### config.mk
export PLATFORM = sky130hd
export DESIGN_NAME = frontend_top
export DESIGN_NICKNAME = d
export VERILOG_FILES = /design/src/frontend_pkg.sv /design/src/fetch_stage.sv /design/src/i_queue.sv /design/src/decode_stage.sv /design/src/frontend_top.sv
export SDC_FILE = /design/constraint.sdc
export NUM_CORES = 1
export LEC_CHECK = 0
export BUFFER_PORTS_ARGS = -buffer_cell sky130_fd_sc_hd__buf_2
export CORE_UTILIZATION = 53
export CTS_CLUSTER_SIZE = 24
export DETAILED_ROUTE_END_ITERATION = 6
export PLACE_DENSITY_LB_ADDON = 0.08
export SYNTH_ARGS = -nofsm -noshare
export SYNTH_HDL_FRONTEND = slang
export SYNTH_SLANG_ARGS = --single-unit
export TNS_END_PERCENT = 50
### constraint.sdc
create_clock -name clk -period 15.2 [get_ports clk]
set_input_delay 0.76 -clock clk [delete_from_list [all_inputs] [get_ports clk]]
set_output_delay 0.76 -clock clk [all_outputs]
set_load 0.01 [all_outputs]
### src/frontend_pkg.sv
// Shared front end types and constants; RV32I only, no compressed encodings, QUEUE_DEPTH >= 2
package frontend_pkg;

    // Widths with a meaning of their own
    typedef logic [31:0] word_t;
    typedef logic [4:0]  reg_idx_t;
    typedef logic [6:0]  opcode_t;

    // Queue sizing
    localparam int QUEUE_DEPTH = 8;
    localparam int PTR_W       = $clog2(QUEUE_DEPTH);

    // Count is one bit wider so a full queue is distinct from an empty one
    typedef logic [PTR_W-1:0] q_ptr_t;
    typedef logic [PTR_W:0]   q_cnt_t;

    // First fetch address out of reset
    localparam word_t RESET_PC = 32'h0000_1000;

    // Major opcodes that select an immediate format
    localparam opcode_t OPCODE_LOAD   = 7'b0000011;
    localparam opcode_t OPCODE_OP_IMM = 7'b0010011;
    localparam opcode_t OPCODE_AUIPC  = 7'b0010111;
    localparam opcode_t OPCODE_STORE  = 7'b0100011;
    localparam opcode_t OPCODE_LUI    = 7'b0110111;
    localparam opcode_t OPCODE_BRANCH = 7'b1100011;
    localparam opcode_t OPCODE_JALR   = 7'b1100111;
    localparam opcode_t OPCODE_JAL    = 7'b1101111;

    // One fetched instruction with its predicted successor, 96 bits
    typedef struct packed {
        word_t pc;
        word_t next_pc;
        word_t instr;
    } fq_entry_t;

    // Decoded fields handed to issue
    typedef struct packed {
        word_t    pc;
        word_t    next_pc;
        opcode_t  opcode;
        reg_idx_t rd;
        reg_idx_t rs1;
        reg_idx_t rs2;
        logic [2:0] funct3;
        logic [6:0] funct7;
        word_t    imm;
    } decoded_t;

endpackage

### src/fetch_stage.sv
// Fetch with a same-cycle combinational instruction memory; only JAL is predicted taken, PCs assumed word aligned
module fetch_stage
    import frontend_pkg::*;
(
    input  logic      clk,
    input  logic      arst_n,
    input  logic      flush,
    input  word_t     redirect_pc,
    input  logic      full,
    output word_t     imem_addr,
    input  word_t     imem_rdata,
    output logic      fq_wr,
    output fq_entry_t fq_wdata
);

    word_t pc;
    word_t pred_next_pc;
    word_t j_imm;
    logic  is_jal;

    // Memory is addressed straight from the PC register
    assign imem_addr = pc;

    // JAL predecode, target is known without any register read
    assign is_jal = (imem_rdata[6:0] == OPCODE_JAL);

    assign j_imm = {
        {11{imem_rdata[31]}},
        imem_rdata[31],
        imem_rdata[19:12],
        imem_rdata[20],
        imem_rdata[30:21],
        1'b0
    };

    // Everything else falls through to the next word
    assign pred_next_pc = is_jal ? (pc + j_imm) : (pc + 32'd4);

    // No write into a full queue, none while a redirect is in flight
    assign fq_wr = !full && !flush;

    always_comb begin
        fq_wdata.pc      = pc;
        fq_wdata.next_pc = pred_next_pc;
        fq_wdata.instr   = imem_rdata;
    end

    // PC only moves when its entry has been written, or on redirect
    always_ff @(posedge clk or negedge arst_n) begin
        if (!arst_n) begin
            pc <= RESET_PC;
        end else if (flush) begin
            pc <= redirect_pc;
        end else if (!full) begin
            pc <= pred_next_pc;
        end
    end

endmodule

### src/i_queue.sv
// Instruction queue of QUEUE_DEPTH entries; head is only meaningful while empty is low, flush discards all entries
module i_queue
    import frontend_pkg::*;
(
    input  logic      clk,
    input  logic      arst_n,
    input  logic      flush,
    input  logic      write,
    input  fq_entry_t wdata,
    input  logic      read,
    output fq_entry_t head,
    output logic      empty,
    output logic      full
);

    fq_entry_t mem [QUEUE_DEPTH];

    q_ptr_t head_ptr;
    q_ptr_t tail_ptr;
    q_cnt_t count;

    logic do_rd;
    logic do_wr;

    // Wrap explicitly so a depth that is not a power of two still works
    function automatic q_ptr_t next_ptr(input q_ptr_t ptr);
        q_ptr_t nxt;
        if (ptr == q_ptr_t'(QUEUE_DEPTH - 1)) begin
            nxt = '0;
        end else begin
            nxt = ptr + 1'b1;
        end
        return nxt;
    endfunction

    assign empty = (count == '0);
    assign full  = (count == q_cnt_t'(QUEUE_DEPTH));

    // Oldest entry is always on the output
    assign head = mem[head_ptr];

    // Reads of an empty queue are dropped
    assign do_rd = read && !empty;

    // A write into a full queue only goes through when a slot frees this cycle
    assign do_wr = write && (!full || do_rd);

    // Storage
    always_ff @(posedge clk) begin
        if (do_wr) begin
            mem[tail_ptr] <= wdata;
        end
    end

    // Pointers and occupancy
    always_ff @(posedge clk or negedge arst_n) begin
        if (!arst_n) begin
            head_ptr <= '0;
            tail_ptr <= '0;
            count    <= '0;
        end else if (flush) begin
            head_ptr <= '0;
            tail_ptr <= '0;
            count    <= '0;
        end else begin
            if (do_rd) begin
                head_ptr <= next_ptr(head_ptr);
            end
            if (do_wr) begin
                tail_ptr <= next_ptr(tail_ptr);
            end
            case ({do_wr, do_rd})
                2'b10:   count <= count + 1'b1;
                2'b01:   count <= count - 1'b1;
                default: count <= count;
            endcase
        end
    end

endmodule

### src/decode_stage.sv
// Single-entry decode register; R-type and unknown opcodes get a zero immediate, no illegal-instruction check
module decode_stage
    import frontend_pkg::*;
(
    input  logic      clk,
    input  logic      arst_n,
    input  logic      flush,
    input  logic      stall,
    input  logic      empty,
    input  fq_entry_t head,
    output logic      read,
    output logic      dec_valid,
    output decoded_t  dec_out
);

    word_t    instr;
    decoded_t dec_next;
    logic     accept;

    assign instr = head.instr;

    // Register is free, or its content leaves this cycle
    assign accept = !dec_valid || !stall;

    // Nothing is popped at a flush edge, the queue is cleared anyway
    assign read = !empty && accept && !flush;

    // Field extraction
    always_comb begin
        dec_next.pc      = head.pc;
        dec_next.next_pc = head.next_pc;
        dec_next.opcode  = instr[6:0];
        dec_next.rd      = instr[11:7];
        dec_next.funct3  = instr[14:12];
        dec_next.rs1     = instr[19:15];
        dec_next.rs2     = instr[24:20];
        dec_next.funct7  = instr[31:25];

        // Immediate format follows the major opcode
        case (instr[6:0])
            OPCODE_LOAD, OPCODE_OP_IMM, OPCODE_JALR: begin
                dec_next.imm = {{20{instr[31]}}, instr[31:20]};
            end
            OPCODE_STORE: begin
                dec_next.imm = {{20{instr[31]}}, instr[31:25], instr[11:7]};
            end
            OPCODE_BRANCH: begin
                dec_next.imm = {{19{instr[31]}}, instr[31], instr[7],
                                instr[30:25], instr[11:8], 1'b0};
            end
            OPCODE_LUI, OPCODE_AUIPC: begin
                dec_next.imm = {instr[31:12], 12'b0};
            end
            OPCODE_JAL: begin
                dec_next.imm = {{11{instr[31]}}, instr[31], instr[19:12],
                                instr[20], instr[30:21], 1'b0};
            end
            default: begin
                dec_next.imm = '0;
            end
        endcase
    end

    // Valid flag, drops once consumed unless a new entry replaces it
    always_ff @(posedge clk or negedge arst_n) begin
        if (!arst_n) begin
            dec_valid <= 1'b0;
        end else if (flush) begin
            dec_valid <= 1'b0;
        end else if (read) begin
            dec_valid <= 1'b1;
        end else if (!stall) begin
            dec_valid <= 1'b0;
        end
    end

    // Payload holds while stalled since no pop happens then
    always_ff @(posedge clk) begin
        if (read) begin
            dec_out <= dec_next;
        end
    end

endmodule

### src/frontend_top.sv
// Front end top: fetch, instruction queue and decode; instruction memory and branch resolution live outside
module frontend_top
    import frontend_pkg::*;
(
    input  logic     clk,
    input  logic     arst_n,
    output word_t    imem_addr,
    input  word_t    imem_rdata,
    input  logic     flush,
    input  word_t    redirect_pc,
    input  logic     stall,
    output logic     dec_valid,
    output decoded_t dec_out
);

    // Fetch to queue
    logic      fq_wr;
    fq_entry_t fq_wdata;
    logic      fq_full;

    // Queue to decode
    fq_entry_t fq_head;
    logic      fq_empty;
    logic      fq_rd;

    fetch_stage u_fetch (
        .clk         (clk),
        .arst_n      (arst_n),
        .flush       (flush),
        .redirect_pc (redirect_pc),
        .full        (fq_full),
        .imem_addr   (imem_addr),
        .imem_rdata  (imem_rdata),
        .fq_wr       (fq_wr),
        .fq_wdata    (fq_wdata)
    );

    i_queue u_queue (
        .clk    (clk),
        .arst_n (arst_n),
        .flush  (flush),
        .write  (fq_wr),
        .wdata  (fq_wdata),
        .read   (fq_rd),
        .head   (fq_head),
        .empty  (fq_empty),
        .full   (fq_full)
    );

    decode_stage u_decode (
        .clk       (clk),
        .arst_n    (arst_n),
        .flush     (flush),
        .stall     (stall),
        .empty     (fq_empty),
        .head      (fq_head),
        .read      (fq_rd),
        .dec_valid (dec_valid),
        .dec_out   (dec_out)
    );

endmodule

Yosys cells after proc, flatten, opt, wreduce, memory -nomap -nowiden. Memories as Yosys holds them, arrays and structs flattened. Index checks and enable logic that the tools add are counted.

Flip-flop bits (word level): 171. Bits in latches: 0. Memory bits (writable): 768. Bits in read-only memories: 0. Bits of input ports: 68. Output and inout port bits: 161. Word-level logic and storage cells: 72. Memories: 1.

Memories: u_queue.mem (depth 8, width 96, rd ports 1, clocked after Yosys merged registers in 0, write ports 1, line i_queue.sv:16) `fq_entry_t mem [QUEUE_DEPTH];`.

Add/subtract/negate cells: 6. Multipliers: 0. Divide/modulo/power cells: 0. $lt $le $gt $ge: 0. Eq/ne operators: 16. Shifts and indexed selects: 0. Muxes and demuxes: 17. Bitwise gates (word level): 0. Reduce and logical (&&, ||, !) cells: 18.

Operators with widths (number): case mux 32 bit (5 select lines) (1); two-way mux 32 bit (3); adder 32 x 3 -> 32 bit, second input constant (1); adder 32 bit (1); equality test 7 bit, second input constant (4); two-way mux 3 bit (6); equality test 7 x 5 -> 1 bit, second input constant (2); equality test 7 x 6 -> 1 bit, second input constant (2); case mux 4 bit (2 select lines) (1); equality test 7 x 2 -> 1 bit, second input constant (1); adder 3 x 1 -> 3 bit, second input constant (2); equality test 3 bit, second input constant (2); logical AND 1 bit (5); zero test 1 bit (5); two-way mux 1 bit (5); adder 4 x 1 -> 4 bit, second input constant (1); equality test 4 bit, second input constant (1); zero test 4 bit (1); two-way mux 4 bit (1); nonzero test 2 bit (2); subtractor 4 x 1 -> 4 bit, second input constant (1); inequality test 3 x 2 -> 1 bit, second input constant (1); nonzero test 3 bit (1); OR reduction 3 bit (1); 5 further kinds (6).

Logic depth before layout (Yosys ltp).
Depth in word-level cells: 10. Depth in mapped cells: 12. Gate-level depth less buffers: 12.

Modules after synthesis. Synthesis repeated with hierarchy kept, for this count alone.

Cell total of the unflattened synthesis: 2004. Area total of the unflattened synthesis: 38514.4 um^2.

Modules (own cells, without submodules): i_queue (times used 1, cells each 1188, area each 29502.0 um^2, seq. area each 23312.4 um^2); fetch_stage (times used 1, cells each 612, area each 4642.0 um^2, seq. area each 802.0 um^2); decode_stage (times used 1, cells each 204, area each 4370.4 um^2, seq. area each 3868.7 um^2).

Worst setup path after synthesis. Ideal clock, no wire load.

Path kind: input to register. Start: input port flush. End: memory u_queue.mem[0][0] (netlist bit), enable pin. Setup time: 0.782 ns. Arrival time: 10.308 ns. Required time: 14.418 ns. Setup slack: 4.110 ns. Stages on the path: 4. Buffers on the path: 2. Path through: clkbuf_1 > clkbuf_1 > nand2b_1 > nor4_1.

Cells in the longest elaborated chain, start to end: 7. Elaborated cells between the ends (all ways): 8. Classes of those cells: mux: 2; reduce/logical: 6.

RTL lines: from (decl) (line frontend_top.sv:9) `input logic flush,`; zero test 1 bit * (line fetch_stage.sv:40, decode_stage.sv:26); logical AND 1 bit (line decode_stage.sv:26) `assign read = !empty && accept && !flush;`; logical AND 1 bit (line i_queue.sv:43) `assign do_rd = read && !empty;`; logical OR 1 bit (line i_queue.sv:46) `assign do_wr = write && (!full || do_rd);`; logical AND 1 bit * (line i_queue.sv:46); two-way mux 1 bit * (line i_queue.sv:50) `if (do_wr) begin`; two-way mux 1 bit (implied by the code) * (line i_queue.sv:51) `mem[tail_ptr] <= wdata;`; to (decl) (line i_queue.sv:16).

Mark *: on every way between the ends. The rest lies on a longest branch, timed or not.

==> results.toml <==
[outcome]
outcome = "completed"

[sta]
setup_viol = 0
tightest_slew_ns = 1.30
max_freq_ghz = 0.240
drv_slew = 0
rsz0062_at_grt = "false"
period_minus_slack_ns = 4.17
relSlewSlack_pct = 12.4
fin_setup_tns_ns = 0
finalCritPeriodShare_pct = 27.5
hold_violations = 0
setup_ws_ns = 11.03
fin_skew_ns = 0.0325

[placed_design]
io_buffers = 228
place_congestion = 0.873
placedCellCount = 3030
pre_cts_slack_ns = 10.58
place_area_um2 = 39600
hpwl_um = 51000

[routing]
vias = 19002
drt_pass1_iterations = 5
drc = 0
avgViaCountPerCell = 5.94
wl_um = 85800
drt_iter0_drc = 1510
ant_nets = 0
wire_per_inst_um = 26.8

[clock_network]
htree_num_levels = 3
clk_pin_slew_ns = 0.07
cts.sinks = 930
post_cts_buffers = 0
cts-root-buf = "clkbuf_16"
ctsResizeCount = 0
numCtsBuffers = 93
hold_buffers = 0
cts_tree = "yes"
clk_latency_ns = 0.64
clock_path_buffers = 3

[global_route]
gr-usage-all-layers_pct = 24.3
grt_util_met3_pct = 4.19
grt_max_degree = 152
grt_pass1_wl_um = 126000
top_usage_layer = "met2"
grt_pass1_vias = 19263
grt_overflow = 0
grt.met1_usage_pct = 35.4
globalRouteMet2Util_pct = 38.6
grt_antenna_before_repair = 0

[logic_synthesis]
ys_types = 68
seq_area_frac_synth_pct = 73.8
yosys.area.top_type = "edfxtp_1"
yosys-top-cells-count = "edfxtp_1 (887), mux4_2 (187), nand2_1 (87)"
syn-cell-area_um2 = 37600
avgSynthCellArea_um2 = 19.4
dominantRegCellSynth = "edfxtp_1"
yosysMostFrequentCell = "edfxtp_1"
synth_seq_cells = 930
synth-edff-count = 887
netlist.area_leader.share_pct = 70.9
synth_area_leaders = "edfxtp_1 (71%), mux4_2 (11%), dfrtp_1 (2.8%), mux2_2 (2.2%), mux2i_1 (1.3%)"
ys_async_sr_fraction_pct = 4.62
syn_nets = 2046
synth_warnings = 0
syn_inst = 1940

[job]
maxCapViolations = 0

[worst_setup_path]
critical_path_class = "reg -> reg"
arrival_ns = 4.71
crit_slowest_cell = "o21ai_0"
crit_buf_inv = 0
path_common_cell = "o21ai_0"
cp.required_ns = 15.74
crit_family = "compound AO/OA/AOI/OAI gates"
cp_max_fo = 18
cpPeakStageDelay_ns = 0.75
end_kind = "flop"
start_kind = "flop"
path_cells = "ha_1, a211oi_1, o21ai_1, o211a_2, a221oi_1, a31o_1, xor2_1, o21ai_0, mux2i_1, o21ai_0"

[power_and_ir_drop]
swShare_pct = 26.1
powerDensity_nw_per_um2 = 157
leakagePower_nw = 14.4
ir_worst_vdd_uv = 112
clockPowerShare_pct = 33.0
p_switching_mw = 1.75
p_comb_share_pct = 19.0
seqPwrFrac_pct = 48.0
cellInternalPower_mw = 4.95

[die]
pin_count = 229
die_area_um2 = 71900
start_util_pct = 53.6
fp.coreArea_um2 = 70000
die_x_um = 268
core.rowCount = 97
die_y_um = 268

[hold_path]
holdCritPathClass = "in -> async"

[layout]
drive_gt1_share_pct = 30.7
final_cell_area_um2 = 42600
finish.net_count = 2292
final_util_pct = 60.8
area_delta_synth_final_pct = 13.4
stdcell_count = 3198
[layer usage]
| layer | share of wire [%] | wire, µm |
|---|---|---|
| met5 | 0 | 0 |
| met4 | 1.5 | 1270 |
| met3 | 6.2 | 5310 |
| met2 | 48 | 41400 |
| met1 | 44 | 37800 |
[sequential cells by signal (all words and copies together) (netlist names)]
name / count
u_queue.mem: 760
u_decode.dec_out: 127
u_fetch.imem_addr: 32
u_queue.count: 4
u_queue.head_ptr: 3
u_queue.tail_ptr: 3
u_decode.dec_valid: 1
[path summary, 6_finish.rpt]
path / start / endpoint / slack [ns] / cells past startpoint
setup / recovery: u_fetch.imem_addr[2] / u_fetch.imem_addr[20] / 11.03 / 10
hold / removal: arst_n / u_fetch.imem_addr[0] / 0.23 / 2
setup reg to reg: u_fetch.imem_addr[2] / u_fetch.imem_addr[20] / 11.03 / 10
hold reg to reg: u_queue.count[2] / u_queue.count[2] / 0.59 / 2
max in group asynchronous: arst_n / u_queue.head_ptr[1] / 14.42 / 2
min in group clk: redirect_pc[25] / u_fetch.imem_addr[25] / 0.36 / 3
[through the flow]
stage	hold slack [ns]	power [mW]
4_1_cts	0.222	6.77
2_1_floorplan	0.464	4.15
6_report	0.230	6.70
5_1_grt	0.264	6.97
3_5_place_dp	0.569	4.56
3_3_place_gp	0.543	4.55
[cell families (layout without fill, tap and decap cells)]
logic type | count (synthesis) | count (layout) | share of synthesized area (%)
DFF | 930 | 930 | 73.8
muxes | 317 | 317 | 15.1
and+or+nand+nor | 244 | 244 | 3.13
AOI/OAI and AO/OA | 211 | 211 | 3.61
buffers and inverters | 151 | 468 | 1.95
xor gates and xnor gates | 49 | 49 | 1.14
adders and majority gates | 38 | 38 | 1.29
other | 0 | 1 | 0
[cells in the final DEF, fill, tap and decap left out, types with 20 or more instances in the layout]
master,count
a21oi_1,39
buf_2,228
nand2_1,86
buf_4,36
mux2i_1,50
ha_1,37
xor2_1,20
clkinv_1,21
inv_1,34
mux2_2,75
edfxtp_1,887
nor2_1,50
mux4_2,187
xnor2_1,29
o21ai_0,57
clkbuf_16,97
dfrtp_1,39
[final cells by class]
class / count / area, µm²
Sequential cell: 930 / 27700
Fill cell: 5054 / 27400
Multi-Input combinational cell: 859 / 9160
Clock buffer: 118 / 2540
Timing Repair Buffer: 266 / 1440
Tap cell: 940 / 1180
Clock inverter: 48 / 409
Inverter: 36 / 145
Antenna cell: 1 / 2.50
[power by group through the flow]
stage	registers, mW	logic [mW]	clock network [mW]
CTS	3.22	1.29	2.26
floorplan	3.28	0.872	0
finish	3.22	1.27	2.21
global route	3.24	1.37	2.35
detailed placement	3.28	1.29	0
global placement	3.27	1.28	0
Power figures use the tool's default switching activity.
